[src/design/pll_ctrl_macros.svh]
`ifndef PLL_CTRL_MACROS_SVH
`define PLL_CTRL_MACROS_SVH

// ============================================================
// APB bus widths
// ============================================================
`define PLL_ADDR_W          8
`define PLL_DATA_W          32

// Register map, one 32-bit word each
`define PLL_REG_CTRL        8'h00   // Mode and output enables
`define PLL_REG_MUL         8'h04   // Integer and fractional multiplier
`define PLL_REG_SSC         8'h08   // Spread step and half period
`define PLL_REG_LDET        8'h0C   // Lock detector setup
`define PLL_REG_PS0         8'h10
`define PLL_REG_PS1         8'h14
`define PLL_REG_STATUS      8'h18   // Read only

// Field positions inside the registers
`define PLL_MUL_FRAC_LSB    16
`define PLL_SSC_PERIOD_LSB  16
`define PLL_LDET_EN_BIT     3
`define PLL_LDET_FORCE_BIT  4
`define PLL_PS_L2_LSB       8

// Counter sizes
`define PLL_STARTUP_BIT     9       // 512 cycles of calibration
`define PLL_LOCK_BASE       128     // Shortest lock time
`define PLL_SSC_FRAC_SHIFT  5       // Zero padding under the fraction
`define PLL_L1_CNT_W        3       // Up to divide by 8
`define PLL_L2_CNT_W        7       // Half of the 8-bit L2 ratio

`endif
[src/design/pll_ctrl_pkg.sv]
`include "pll_ctrl_macros.svh"

package pll_ctrl_pkg;

  // ============================================================
  // Multiplier and modulation widths
  // ============================================================
  typedef logic [10:0] mul_int_t;     // Integer part of the ratio
  typedef logic [11:0] mul_frac_t;    // Fractional part
  typedef logic [27:0] mult_word_t;   // Word to the oscillator
  typedef logic [7:0]  ssc_step_t;
  typedef logic [10:0] ssc_period_t;  // Ref cycles per half ramp
  typedef logic [16:0] ssc_accum_t;

  // Lock detector
  typedef logic [2:0]  lock_sel_t;    // Shift of the base lock time
  typedef logic [14:0] lock_count_t;  // Holds 128 << 7

  typedef enum logic [1:0] {
    LOCK_IDLE,                        // Counter loaded, waiting
    LOCK_COUNTING,
    LOCK_LOCKED
  } lock_state_t;

  // Postscaler ratios
  typedef logic [1:0]  l1_sel_t;      // Divide by 1, 2, 4 or 8
  typedef logic [7:0]  l2_div_t;      // 0 acts as 1

  // APB
  typedef logic [`PLL_ADDR_W-1:0] apb_addr_t;
  typedef logic [`PLL_DATA_W-1:0] apb_data_t;

endpackage

[src/design/pll_ctrl_top.sv]
module pll_ctrl_top (
  input  logic                     clk_ref,
  input  logic                     int_rst_n,
  input  logic                     psel,
  input  logic                     penable,
  input  logic                     pwrite,
  input  pll_ctrl_pkg::apb_addr_t  paddr,
  input  pll_ctrl_pkg::apb_data_t  pwdata,
  output pll_ctrl_pkg::apb_data_t  prdata,
  output logic                     pready,
  output logic                     pslverr,
  output logic                     locked,
  output pll_ctrl_pkg::mult_word_t mult_word,
  output logic                     ps0_tick,
  output logic                     ps1_tick
);
  import pll_ctrl_pkg::*;

  // Register fields
  logic        integer_mode;
  logic        ssc_en;
  mul_int_t    mul_int;
  mul_frac_t   mul_frac;
  ssc_step_t   ssc_step;
  ssc_period_t ssc_period;
  lock_sel_t   lock_sel;
  logic        ps0_en;
  l1_sel_t     ps0_l1;
  l2_div_t     ps0_l2;
  logic        ps1_en;
  l1_sel_t     ps1_l1;
  l2_div_t     ps1_l2;
  logic        mul_write;   // MUL written, relock
  logic        running;     // Calibration done
  logic        lock_raw;

  // ============================================================
  // Register block, lock control, modulator
  // ============================================================
  pll_cfg_regs u_regs (
    .clk_ref, .int_rst_n, .psel, .penable, .pwrite, .paddr, .pwdata,
    .running, .lock_raw, .prdata, .pready, .pslverr,
    .integer_mode, .ssc_en, .mul_int, .mul_frac, .ssc_step, .ssc_period,
    .lock_sel, .lock_en (), .lock_force (),   // Only used for locked inside
    .ps0_en, .ps0_l1, .ps0_l2, .ps1_en, .ps1_l1, .ps1_l2,
    .mul_write, .locked
  );

  pll_lock_ctrl u_lock (
    .clk_ref, .int_rst_n, .lock_sel, .mul_write, .running, .lock_raw
  );

  ssc_modulator u_ssc (
    .clk_ref, .int_rst_n, .ssc_en, .lock_raw, .integer_mode,
    .mul_int, .mul_frac, .ssc_step, .ssc_period, .mult_word
  );

  // ============================================================
  // Postscalers
  // ============================================================
  post_divider u_ps0 (
    .clk_ref, .int_rst_n, .enable (ps0_en), .running,
    .l1 (ps0_l1), .l2 (ps0_l2), .tick (ps0_tick)
  );

  post_divider u_ps1 (
    .clk_ref, .int_rst_n, .enable (ps1_en), .running,
    .l1 (ps1_l1), .l2 (ps1_l2), .tick (ps1_tick)
  );

endmodule

[src/design/post_divider.sv]
`include "pll_ctrl_macros.svh"

module post_divider (
  input  logic                  clk_ref,
  input  logic                  int_rst_n,
  input  logic                  enable,
  input  logic                  running,
  input  pll_ctrl_pkg::l1_sel_t l1,
  input  pll_ctrl_pkg::l2_div_t l2,
  output logic                  tick
);

  logic                       active;
  logic [`PLL_L1_CNT_W-1:0]   l1_cnt;
  logic [`PLL_L1_CNT_W-1:0]   l1_mask;      // Low bits that must be all ones
  logic                       stage_pulse;  // L1 output, one per L1 ratio
  logic [`PLL_L2_CNT_W-1:0]   l2_cnt;
  logic [`PLL_L2_CNT_W-1:0]   l2_half;
  logic [`PLL_L2_CNT_W-1:0]   l2_term;
  logic                       l2_phase;     // Second half carries the odd pulse
  logic                       l2_bypass;    // Ratio 0 or 1
  logic                       tick_next;

  assign active = enable & running;

  // ============================================================
  // L1 power-of-two stage
  // ============================================================
  always_comb begin
    case (l1)
      2'd0:    l1_mask = 3'b000;   // /1
      2'd1:    l1_mask = 3'b001;   // /2
      2'd2:    l1_mask = 3'b011;   // /4
      default: l1_mask = 3'b111;   // /8
    endcase
  end

  assign stage_pulse = ((l1_cnt & l1_mask) == l1_mask);

  // L2 counted as two halves of the ratio
  assign l2_half   = l2[7:1];
  assign l2_bypass = (l2_half == '0);
  assign l2_term   = l2_phase ? (l2_half - 1'b1 + l2[0]) : (l2_half - 1'b1);
  assign tick_next = stage_pulse & (l2_bypass | (l2_phase & (l2_cnt == l2_term)));

  // ============================================================
  // Counters and tick
  // ============================================================
  always_ff @(posedge clk_ref) begin
    if (!int_rst_n || !active) begin
      l1_cnt   <= '0;                       // Cleared while off
      l2_cnt   <= '0;
      l2_phase <= 1'b0;
      tick     <= 1'b0;
    end else begin
      l1_cnt <= l1_cnt + 1'b1;              // Free running, wraps at 8
      tick   <= tick_next;
      if (stage_pulse && !l2_bypass) begin
        if (l2_cnt == l2_term) begin
          l2_cnt   <= '0;
          l2_phase <= ~l2_phase;            // Next half
        end else begin
          l2_cnt <= l2_cnt + 1'b1;
        end
      end
    end
  end

endmodule

[src/design/ssc_modulator.sv]
`include "pll_ctrl_macros.svh"

module ssc_modulator (
  input  logic                      clk_ref,
  input  logic                      int_rst_n,
  input  logic                      ssc_en,
  input  logic                      lock_raw,
  input  logic                      integer_mode,
  input  pll_ctrl_pkg::mul_int_t    mul_int,
  input  pll_ctrl_pkg::mul_frac_t   mul_frac,
  input  pll_ctrl_pkg::ssc_step_t   ssc_step,
  input  pll_ctrl_pkg::ssc_period_t ssc_period,
  output pll_ctrl_pkg::mult_word_t  mult_word
);
  import pll_ctrl_pkg::*;

  logic        mod_active;   // Spread only once locked
  logic        dir_up;
  logic        period_end;
  ssc_period_t step_cnt;     // 1 .. ssc_period
  ssc_accum_t  accum;
  mul_frac_t   frac_eff;

  assign mod_active = ssc_en & lock_raw;
  assign period_end = (step_cnt == ssc_period);

  // ============================================================
  // Triangle ramp
  // ============================================================
  always_ff @(posedge clk_ref) begin
    if (!int_rst_n || !mod_active) begin
      dir_up   <= 1'b1;                     // Ramp always starts upward
      step_cnt <= ssc_period_t'(1);
      accum    <= '0;
    end else begin
      if (period_end) begin
        dir_up   <= ~dir_up;                // Turn at end of half ramp
        step_cnt <= ssc_period_t'(1);
      end else begin
        step_cnt <= step_cnt + 1'b1;
      end
      // Current direction still applies on the turning cycle
      if (dir_up) begin
        accum <= accum + ssc_accum_t'(ssc_step);
      end else begin
        accum <= accum - ssc_accum_t'(ssc_step);
      end
    end
  end

  // ============================================================
  // Multiplication word
  // ============================================================
  assign frac_eff = integer_mode ? '0 : mul_frac;  // No fraction in integer mode

  // Ratio in fixed point with padding, plus the spread offset
  assign mult_word = {mul_int, frac_eff, {`PLL_SSC_FRAC_SHIFT{1'b0}}}
                   + mult_word_t'(accum);

endmodule

[src/design/pll_lock_ctrl.sv]
`include "pll_ctrl_macros.svh"

module pll_lock_ctrl (
  input  logic                    clk_ref,
  input  logic                    int_rst_n,
  input  pll_ctrl_pkg::lock_sel_t lock_sel,
  input  logic                    mul_write,
  output logic                    running,
  output logic                    lock_raw
);
  import pll_ctrl_pkg::*;

  logic [`PLL_STARTUP_BIT:0] startup_cnt;  // Top bit ends calibration
  lock_state_t               lock_state;
  lock_count_t               lock_cnt;
  lock_count_t               lock_load;

  // Base lock time scaled by 2**lock_sel
  assign lock_load = lock_count_t'(`PLL_LOCK_BASE) << lock_sel;

  // ============================================================
  // Startup calibration
  // ============================================================
  always_ff @(posedge clk_ref) begin
    if (!int_rst_n) begin
      startup_cnt <= '0;
    end else if (!startup_cnt[`PLL_STARTUP_BIT]) begin
      startup_cnt <= startup_cnt + 1'b1;    // Freezes once the top bit sets
    end
  end

  assign running = startup_cnt[`PLL_STARTUP_BIT];  // Sticky until reset

  // ============================================================
  // Lock counter
  // ============================================================
  always_ff @(posedge clk_ref) begin
    if (!int_rst_n) begin
      lock_state <= LOCK_IDLE;
      lock_cnt   <= '0;
    end else if (!running || mul_write) begin
      // New ratio or still calibrating, start over
      lock_state <= LOCK_IDLE;
      lock_cnt   <= lock_load;
    end else begin
      case (lock_state)
        LOCK_IDLE: begin
          lock_cnt   <= lock_cnt - 1'b1;    // First running cycle counts
          lock_state <= LOCK_COUNTING;
        end
        LOCK_COUNTING: begin
          if (lock_cnt == '0) begin
            lock_state <= LOCK_LOCKED;
          end else begin
            lock_cnt <= lock_cnt - 1'b1;
          end
        end
        LOCK_LOCKED: lock_state <= LOCK_LOCKED;  // Held until restart
        default:     lock_state <= LOCK_IDLE;
      endcase
    end
  end

  assign lock_raw = (lock_state == LOCK_LOCKED);

endmodule

[src/design/pll_cfg_regs.sv]
`include "pll_ctrl_macros.svh"

module pll_cfg_regs (
  input  logic                      clk_ref,
  input  logic                      int_rst_n,
  input  logic                      psel,
  input  logic                      penable,
  input  logic                      pwrite,
  input  pll_ctrl_pkg::apb_addr_t   paddr,
  input  pll_ctrl_pkg::apb_data_t   pwdata,
  input  logic                      running,
  input  logic                      lock_raw,
  output pll_ctrl_pkg::apb_data_t   prdata,
  output logic                      pready,
  output logic                      pslverr,
  output logic                      integer_mode,
  output logic                      ssc_en,
  output pll_ctrl_pkg::mul_int_t    mul_int,
  output pll_ctrl_pkg::mul_frac_t   mul_frac,
  output pll_ctrl_pkg::ssc_step_t   ssc_step,
  output pll_ctrl_pkg::ssc_period_t ssc_period,
  output pll_ctrl_pkg::lock_sel_t   lock_sel,
  output logic                      lock_en,
  output logic                      lock_force,
  output logic                      ps0_en,
  output pll_ctrl_pkg::l1_sel_t     ps0_l1,
  output pll_ctrl_pkg::l2_div_t     ps0_l2,
  output logic                      ps1_en,
  output pll_ctrl_pkg::l1_sel_t     ps1_l1,
  output pll_ctrl_pkg::l2_div_t     ps1_l2,
  output logic                      mul_write,
  output logic                      locked
);
  import pll_ctrl_pkg::*;

  logic      access;      // APB access phase
  logic      addr_valid;
  logic      wr_en;
  apb_data_t rdata;

  assign access  = psel & penable;
  assign pready  = 1'b1;                    // Never stalls
  assign pslverr = access & (~addr_valid | (pwrite & (paddr == `PLL_REG_STATUS)));
  assign wr_en   = access & pwrite & ~pslverr;

  assign mul_write = wr_en & (paddr == `PLL_REG_MUL);  // Restarts lock detection
  assign locked    = (lock_raw & lock_en) | lock_force;
  assign prdata    = rdata;

  // ============================================================
  // Address decode and readback
  // ============================================================
  always_comb begin
    addr_valid = 1'b1;
    rdata      = '0;                        // Unused bits read 0
    case (paddr)
      `PLL_REG_CTRL: begin
        rdata[0] = integer_mode;
        rdata[1] = ssc_en;
        rdata[2] = ps0_en;
        rdata[3] = ps1_en;
      end
      `PLL_REG_MUL: begin
        rdata[$bits(mul_int_t)-1:0]                       = mul_int;
        rdata[`PLL_MUL_FRAC_LSB +: $bits(mul_frac_t)]     = mul_frac;
      end
      `PLL_REG_SSC: begin
        rdata[$bits(ssc_step_t)-1:0]                      = ssc_step;
        rdata[`PLL_SSC_PERIOD_LSB +: $bits(ssc_period_t)] = ssc_period;
      end
      `PLL_REG_LDET: begin
        rdata[$bits(lock_sel_t)-1:0]  = lock_sel;
        rdata[`PLL_LDET_EN_BIT]       = lock_en;
        rdata[`PLL_LDET_FORCE_BIT]    = lock_force;
      end
      `PLL_REG_PS0: begin
        rdata[$bits(l1_sel_t)-1:0]                  = ps0_l1;
        rdata[`PLL_PS_L2_LSB +: $bits(l2_div_t)]    = ps0_l2;
      end
      `PLL_REG_PS1: begin
        rdata[$bits(l1_sel_t)-1:0]                  = ps1_l1;
        rdata[`PLL_PS_L2_LSB +: $bits(l2_div_t)]    = ps1_l2;
      end
      `PLL_REG_STATUS: begin
        rdata[0] = running;
        rdata[1] = lock_raw;                // Raw state, not masked by lock_en
      end
      default: addr_valid = 1'b0;           // Unmapped, error response
    endcase
  end

  // ============================================================
  // Control fields
  // ============================================================
  always_ff @(posedge clk_ref) begin
    if (!int_rst_n) begin
      integer_mode <= 1'b0;
      ssc_en       <= 1'b0;
      ps0_en       <= 1'b0;
      ps1_en       <= 1'b0;
      mul_int      <= '0;
      mul_frac     <= '0;
      ssc_step     <= '0;
      ssc_period   <= '0;
      lock_sel     <= '0;
      lock_en      <= 1'b1;                 // Lock reporting on by default
      lock_force   <= 1'b0;
      ps0_l1       <= '0;
      ps0_l2       <= '0;
      ps1_l1       <= '0;
      ps1_l2       <= '0;
    end else if (wr_en) begin
      case (paddr)
        `PLL_REG_CTRL: begin
          integer_mode <= pwdata[0];
          ssc_en       <= pwdata[1];
          ps0_en       <= pwdata[2];
          ps1_en       <= pwdata[3];
        end
        `PLL_REG_MUL: begin
          mul_int  <= pwdata[$bits(mul_int_t)-1:0];
          mul_frac <= pwdata[`PLL_MUL_FRAC_LSB +: $bits(mul_frac_t)];
        end
        `PLL_REG_SSC: begin
          ssc_step   <= pwdata[$bits(ssc_step_t)-1:0];
          ssc_period <= pwdata[`PLL_SSC_PERIOD_LSB +: $bits(ssc_period_t)];
        end
        `PLL_REG_LDET: begin
          lock_sel   <= pwdata[$bits(lock_sel_t)-1:0];
          lock_en    <= pwdata[`PLL_LDET_EN_BIT];
          lock_force <= pwdata[`PLL_LDET_FORCE_BIT];
        end
        `PLL_REG_PS0: begin
          ps0_l1 <= pwdata[$bits(l1_sel_t)-1:0];
          ps0_l2 <= pwdata[`PLL_PS_L2_LSB +: $bits(l2_div_t)];
        end
        `PLL_REG_PS1: begin
          ps1_l1 <= pwdata[$bits(l1_sel_t)-1:0];
          ps1_l2 <= pwdata[`PLL_PS_L2_LSB +: $bits(l2_div_t)];
        end
        default: ;                          // STATUS is read only
      endcase
    end
  end

endmodule

[config.mk]
export PLATFORM = sky130hd
export DESIGN_NAME = pll_ctrl_top
export DESIGN_NICKNAME = d
export VERILOG_FILES = /design/src/design/pll_ctrl_pkg.sv /design/src/design/pll_ctrl_top.sv /design/src/design/post_divider.sv /design/src/design/ssc_modulator.sv /design/src/design/pll_lock_ctrl.sv /design/src/design/pll_cfg_regs.sv
export VERILOG_INCLUDE_DIRS = /design/src /design/src/design
export SDC_FILE = /design/constraint.sdc
export NUM_CORES = 1
export LEC_CHECK = 0
export BUFFER_PORTS_ARGS = -buffer_cell sky130_fd_sc_hd__buf_4
export CAP_MARGIN = 10
export CORE_AREA = 3 3 147 149
export DETAILED_ROUTE_END_ITERATION = 16
export DIE_AREA = 0 0 150 152
export PLACE_DENSITY = 0.73
export SYNTH_ARGS = -nofsm -noshare
export SYNTH_HDL_FRONTEND = slang
export SYNTH_SLANG_ARGS = --single-unit
[constraint.sdc]
create_clock -name clk_ref -period 3.6 [get_ports clk_ref]
set_clock_uncertainty 0.15 [all_clocks]
set_input_delay 0.72 -clock clk_ref [delete_from_list [all_inputs] [get_ports clk_ref]]
set_output_delay 0.72 -clock clk_ref [all_outputs]
set_load 0.02 [all_outputs]
==> flow_summary.json, run 1 <==
{
  "run_status": "completed",
  "crit_path_max_fanout": 6,
  "die-area_mm2": 0.0228,
  "postSynth.topFlopCell": "dfxtp_1",
  "critical_path.reg2reg.endpoint": "u_ssc.accum[15]",
  "drt_first_iter_violations": 541,
  "insertedDiodeCount": 0,
  "max_slew.worst_pin.slew_ps": 683,
  "wl_met1_mm": 10.9,
  "final_antenna_net_count": 0,
  "rsz0062_at_grt": "true",
  "ys_types": 67,
  "grt_antenna_before_repair": 1,
  "max_freq_mhz": 283,
  "finalSetupViolCount": 0,
  "synth_cells": 1095,
  "dr_wl_met2_mm": 11.1,
  "post_synth.cell_area_avg_um2": 8.36,
  "postSynth.asyncResetShare_pct": 0,
  "regToRegSetupSlack_ps": 270,
  "num-nets-final": 1288,
  "grt_pass1_wl_mm": 38.8,
  "cellPowerDensity_mw_per_mm2": 342,
  "final_design_area_no_fill_mm2": 0.0110,
  "layout_worst_path_cycle_share_pct": 98.3,
  "die_x_um": 150,
  "ys_top_cells_by_count": "dfxtp_1 (151), nand2_1 (149), nor2_1 (82), xnor2_1 (81), a21boi_0 (59)",
  "met3RoutedLength_mm": 1.41,
  "max-clock-path-buffers": 2,
  "switching_power_mw": 0.819,
  "synth_edf_count": 0,
  "drt-pass1-iter-count": 5,
  "synth_to_final_area_change_pct": 20.3,
  "power.share.clock_pct": 52.0,
  "port_buffers": 100,
  "mappedNetlistArea_mm2": 0.00915,
  "core_mm2": 0.0203,
  "worstRegToRegCells": 12,
  "yosys_register_bits": 151,
  "clkSlewWorstSetupHoldPaths_ps": 70,
  "first_global_vias": 7665,
  "drcViolationCount": 0,
  "min_path_cells": 1,
  "clock_tree_from_tritoncts": "done",
  "min-delay-path-class": "reg2reg",
  "floorplan.rows": 52,
  "min_hold_slack_ps": 320,
  "post-synth-top-area-cell": "dfxtp_1",
  "max_cap_violations": 0,
  "synthesis.yosys.warnings": 0,
  "globalplace.congestion": 0.885,
  "switch_share_pct": 21.8,
  "highest-signal-layer": "met5",
  "vias_per_cell": 5.46,
  "worst-setup-path-type": "reg2out",
  "worst_slew_margin_rel_pct": 53.8,
  "timing.critical_path.slowest_cell_delay_ps": 360,
  "crit_path_top_delay_cell": "fa_2",
  "crit_required_ps": 2730,
  "dieHeight_um": 152,
  "vias": 8048,
  "cts-hold-fix-buffers": 0,
  "pin_count": 110,
  "total_leakage_power_nw": 4.44,
  "finalWorstPathRequiredPeriod_ps": 3540,
  "worst_path_cell_trace": "nor2b_1 > ha_2 > fa_2 > a21o_1 > a21oi_2 > o21bai_2 > o21ai_2 > a21oi_4 > nand4_1 > xnor2_1 > buf_4",
  "hold_viol": 0,
  "clock_latency_of_the_later_clocked_register_in_the_worst_skew_pair_ps": 430,
  "maxSlewViolCount": 0,
  "synth.yosys.seq_area_share_pct": 33.0,
  "worstHoldEndpoint": "u_ps1.l1_cnt[0]",
  "vdd_ir_drop_max_uv": 310,
  "cp-end-kind": "primary output",
  "power_report.internal_total_mw": 2.94,
  "worst_ep_arrival_time_ps": 2670,
  "worst_setup_path_start_kind": "flop",
  "pin_count_of_the_biggest_net_entering_global_routing": 54,
  "dp_hpwl_mm": 17.6,
  "synth_most_common_cell": "dfxtp_1",
  "worstHoldStart": "u_ps1.l1_cnt[0]",
  "floorplan.initialDensity_pct": 45.1,
  "cts_made_buffers": 17,
  "totalWireLength_mm": 24.0,
  "r2r-start": "u_regs.ssc_step[3]",
  "netlist.area_leader.share_pct": 33.0,
  "combPwrFrac_pct": 3.3,
  "yosys-top-cells-area": "dfxtp_1 (33%), xnor2_1 (7.8%), ha_1 (6.6%), nand2_1 (6.1%), a21boi_0 (4.8%)",
  "post_dp_cell_area_mm2": 0.0102,
  "sequentialPowerShare_pct": 44.6,
  "track_usage_pct": 20.8,
  "htree_levels": 4,
  "fraction_of_layout_cells_with_a_size_suffix_above_1_pct": 17.5,
  "root_buffer": "clkbuf_16",
  "detail_route.wl_per_cell_um": 16.3,
  "grt.overflow.total": 0,
  "cts_num_sinks": 151
}
## what timing repair did
item                                    CTS  global route
gates resized for setup                   7            23
buffers inserted                          0             3
endpoints found under the setup margin   14            18
pin swaps                                 0             8
## metrics by stage
step           util [%]  worst slack, ps  cells  setup TNS [ps]  total power [mW]
6_report           54.2             62.0   1475               0              3.76
3_5_place_dp       50.4              124   1441               0              1.84
5_1_grt            54.2            -53.7   1475            -379              3.86
4_1_cts            53.7            0.199   1472               0              3.78
3_3_place_gp       50.4              148   1441               0              1.84
2_1_floorplan         -             89.3   1098               0              1.78
## layout by cell type, fill, tap and decap left out, drive strengths merged, types with 14 or more instances in the layout
| cell type | n |
|---|---|
| a21boi | 61 |
| a21o | 14 |
| a21oi | 30 |
| a22o | 15 |
| and2 | 19 |
| and3 | 19 |
| buf | 136 |
| clkbuf | 19 |
| dfxtp | 151 |
| ha | 48 |
| inv | 32 |
| mux2i | 25 |
| nand2 | 149 |
| nand3 | 45 |
| nor2 | 82 |
| nor2b | 33 |
| nor3 | 21 |
| o21ai | 32 |
| xnor2 | 81 |
| xor2 | 38 |
## cells by family after synthesis
family	synth area share [%]
mux	3.47
other cells	0.0821
fa+ha+maj	7.00
xor+xnor	11.9
flops	33.0
compound gates	17.1
buf+inv	4.10
simple gates	23.3
## routing by layer
metal | track usage, % | up-vias
met1 | 28.0 | 3753
met2 | 33.3 | 237
met5 | 0 | -
met4 | 6.45 | 2
li1 | - | 4022
met3 | 4.68 | 34
## critical path, delay by kind of cell, from the launching register on
kind / cells / cell delay [ps]
compound gates: 5 / 830
fa+ha+maj: 2 / 540
flops: 1 / 330
simple gates: 2 / 250
buf+inv: 1 / 160
xor+xnor: 1 / 120
## power groups by stage
stage,combinational (mW),clock [mW],sequential [mW]
detailed placement,0.123,0,1.72
CTS,0.124,1.98,1.68
global route,0.135,2.05,1.68
global placement,0.123,0,1.72
floorplan,0.0654,0,1.71
finish,0.125,1.96,1.68
## sequential cells by signal (all words and copies together) (netlist names), 8 cells and up
name                cells
u_lock.lock_cnt        15
u_regs.mul_frac        12
u_regs.ps0_l2           8
u_ssc.step_cnt         11
u_regs.ssc_period      11
u_regs.ssc_step         8
u_regs.ps1_l2           8
u_regs.mul_int         11
u_ssc.accum            17
u_lock.startup_cnt     10
## worst max path at each step
stage | startpoint | to | slack (ps) | cells past startpoint
floorplan | paddr[1] | prdata[0] | 90 | 7
detailed placement | paddr[1] | prdata[3] | 120 | 6
global placement | paddr[1] | prdata[2] | 150 | 6
finish | u_regs.mul_frac[0] | mult_word[27] | 60 | 11
global route | u_regs.mul_frac[0] | mult_word[27] | -50 | 11
CTS | u_regs.mul_frac[0] | mult_word[27] | 0.2 | 11
## layout make-up
type	count	area, um^2
Fill cell	1891	9290
Multi-Input combinational cell	860	5860
Clock buffer	19	453
Clock inverter	12	190
Sequential cell	151	3030
Inverter	27	101
Timing Repair Buffer	136	1030
Tap cell	270	338
No activity file was read; power rests on OpenSTA's default activity.
==> inputs of run 2 (changes only) <==
==> constraint.sdc (replaced) <==
create_clock -name clk_ref -period 3.6 [get_ports clk_ref]
set_clock_uncertainty 0.15 [all_clocks]
set_input_delay 0.36 -clock clk_ref [delete_from_list [all_inputs] [get_ports clk_ref]]
set_output_delay 0.36 -clock clk_ref [all_outputs]
set_load 0.02 [all_outputs]
==> run 2 against run 1 <==
Global-route usage decreased by 0.27 points; final area decreased by 2.6%; hold slack got worse by 280 ps; total power decreased by 5.9%; clock-buffer cell count increased by 1; die area unchanged; critical endpoint is now u_ssc.accum[15]; largest cell class unchanged; via count decreased by 0.43%; core utilization decreased by 1.4 points; maximum frequency increased by 5.3%; non-clock buffer count decreased by 16.
==> flow_summary.json, run 2 (synthesis gave the netlist of run 1 again) <==
{
  "hold_viol": 0,
  "cellPowerDensity_mw_per_mm2": 330,
  "crit_path_top_delay_cell": "o21ai_0",
  "max_slew.worst_pin.slew_ps": 664,
  "most_common_library_cell_in_the_layout_ignoring_fill_and_taps": "dfxtp_1",
  "total_leakage_power_nw": 4.32,
  "run_status": "completed",
  "max-clock-path-buffers": 2,
  "dieHeight_um": 152,
  "clock_latency_of_the_later_clocked_register_in_the_worst_skew_pair_ps": 430,
  "setup_slack_ps": 240,
  "top_regs": "u_ssc.accum: 17 flops, u_lock.lock_cnt: 15 flops, u_regs.mul_frac: 12 flops",
  "cp-end-kind": "flop",
  "worst_path_cell_trace": "nor2_1 > nand3_1 > nor4_1 > buf_4 > ha_1 > mux2_2 > ha_1 > o2111ai_1 > o21ai_0 > a31oi_1 > or4_1 > nand2_1",
  "post_cts_buffers": 0,
  "floorplan.initialDensity_pct": 45.1,
  "worst-setup-path-type": "reg2reg",
  "pin_count_of_the_biggest_net_entering_global_routing": 60,
  "pin_count": 110,
  "maxSlewViolCount": 0,
  "root_buffer": "clkbuf_16",
  "worst_slew_margin_rel_pct": 55.1,
  "htree_levels": 4,
  "worst_ep_arrival_time_ps": 3580,
  "die_x_um": 150,
  "register_with_the_most_flip_flops": "u_ssc.accum",
  "drt_first_iter_violations": 484,
  "max_freq_mhz": 298,
  "crit_required_ps": 3830,
  "floorplan.rows": 52,
  "dp_hpwl_mm": 17.5,
  "timing.critical_path.slowest_cell_delay_ps": 430,
  "layout_worst_path_cycle_share_pct": 93.3,
  "vias": 8013,
  "critical-path-top-delay-family": "simple AND/OR/NAND/NOR gates",
  "num-nets-final": 1272,
  "insertedDiodeCount": 0,
  "final_util_pct": 52.8,
  "layout.cells.most_common_list": "dfxtp_1 (150), nand2_1 (149), buf_4 (120)",
  "vias_per_cell": 5.49,
  "cts_made_buffers": 17,
  "die-area_mm2": 0.0228,
  "crit_buf_inv": 1,
  "rsz0062_at_grt": "false",
  "synth_to_final_area_change_pct": 17.2,
  "globalplace.congestion": 0.906,
  "timing.critical_path.mode_cell": "ha_1",
  "totalWireLength_mm": 23.9,
  "core_mm2": 0.0203,
  "largest_reg_flops": 17,
  "finalWorstPathRequiredPeriod_ps": 3360,
  "grt_pass1_wl_mm": 38.1,
  "max_cap_violations": 0,
  "crit_path_max_fanout": 6,
  "final_antenna_net_count": 0,
  "drt-pass1-iter-count": 5,
  "grt.overflow.total": 0,
  "min-delay-path-class": "in2reg",
  "fraction_of_layout_cells_with_a_size_suffix_above_1_pct": 15.0,
  "vdd_ir_drop_max_uv": 277,
  "grt_antenna_before_repair": 0,
  "setup-tns-final_ps": 0,
  "cts_num_sinks": 151,
  "worst_setup_path_start_kind": "flop",
  "place_ws_ps": 179,
  "port_buffers": 100,
  "drcViolationCount": 0,
  "track_usage_pct": 20.5,
  "dp_cells": 1428,
  "detail_route.wl_per_cell_um": 16.3,
  "first_global_vias": 7508,
  "finalSetupViolCount": 0,
  "instances_no_fill": 1460,
  "cts-hold-fix-buffers": 0,
  "clkSlewWorstSetupHoldPaths_ps": 70,
  "clock_tree_from_tritoncts": "done"
}
==> run 2: path summary, 6_finish.rpt <==
path	startpoint	to	slack, ps	cells past startpoint
max	u_regs.ssc_step[3]	u_ssc.accum[15]	240	12
max reg2reg	u_regs.ssc_step[3]	u_ssc.accum[15]	240	12
min reg2reg	u_ps1.l1_cnt[0]	u_ps1.l1_cnt[0]	310	1
min	pwdata[21]	u_regs.mul_frac[5]	40	3
==> run 2: stage by stage <==
step	power (mW)	area, um^2	hold slack, ps
3_3_place_gp	1.84	10100	291
2_1_floorplan	1.78	9160	277
3_5_place_dp	1.84	10100	302
6_report	3.54	10700	38.5
5_1_grt	3.65	10700	29.7
4_1_cts	3.57	10700	28.8
==> run 2: report_power, final <==
part | total (mW) | switching (mW) | internal (mW)
registers | 1.68 | 0.00371 | 1.67
clock network | 1.74 | 0.778 | 0.962
logic | 0.124 | 0.0674 | 0.0564
total | 3.54 | 0.849 | 2.69
==> run 2: repair_timing <==
item	CTS	global route
resized for setup	2	7
hold endpoints to repair	0	0
endpoints found under the setup margin	8	15
==> run 2: worst register-to-register path, cell delays in order (launching register included) <==
cell	delay, ps
dfxtp_1	350
nor2_1	150
nand3_1	130
nor4_1	230
buf_4	180
ha_1	210
mux2_2	260
ha_1	390
o2111ai_1	130
o21ai_0	430
a31oi_1	210
or4_1	430
nand2_1	70
==> run 2: cell type report <==
cell class / instances / area (um^2)
Tap cell: 270 / 338
Sequential cell: 151 / 3020
Clock inverter: 12 / 106
Fill cell: 1915 / 9570
Clock buffer: 20 / 467
Multi-Input combinational cell: 860 / 5790
Inverter: 27 / 101
Timing Repair Buffer: 120 / 901
==> run 2: metal layers <==
metal / GRT usage (%) / wire length (um) / up-vias
li1: - / - / 3982
met1: 27.9 / 11000 / 3798
met2: 33.2 / 11200 / 205
met3: 4.02 / 1240 / 28
met4: 5.84 / 463 / 0
met5: 0 / 0 / -
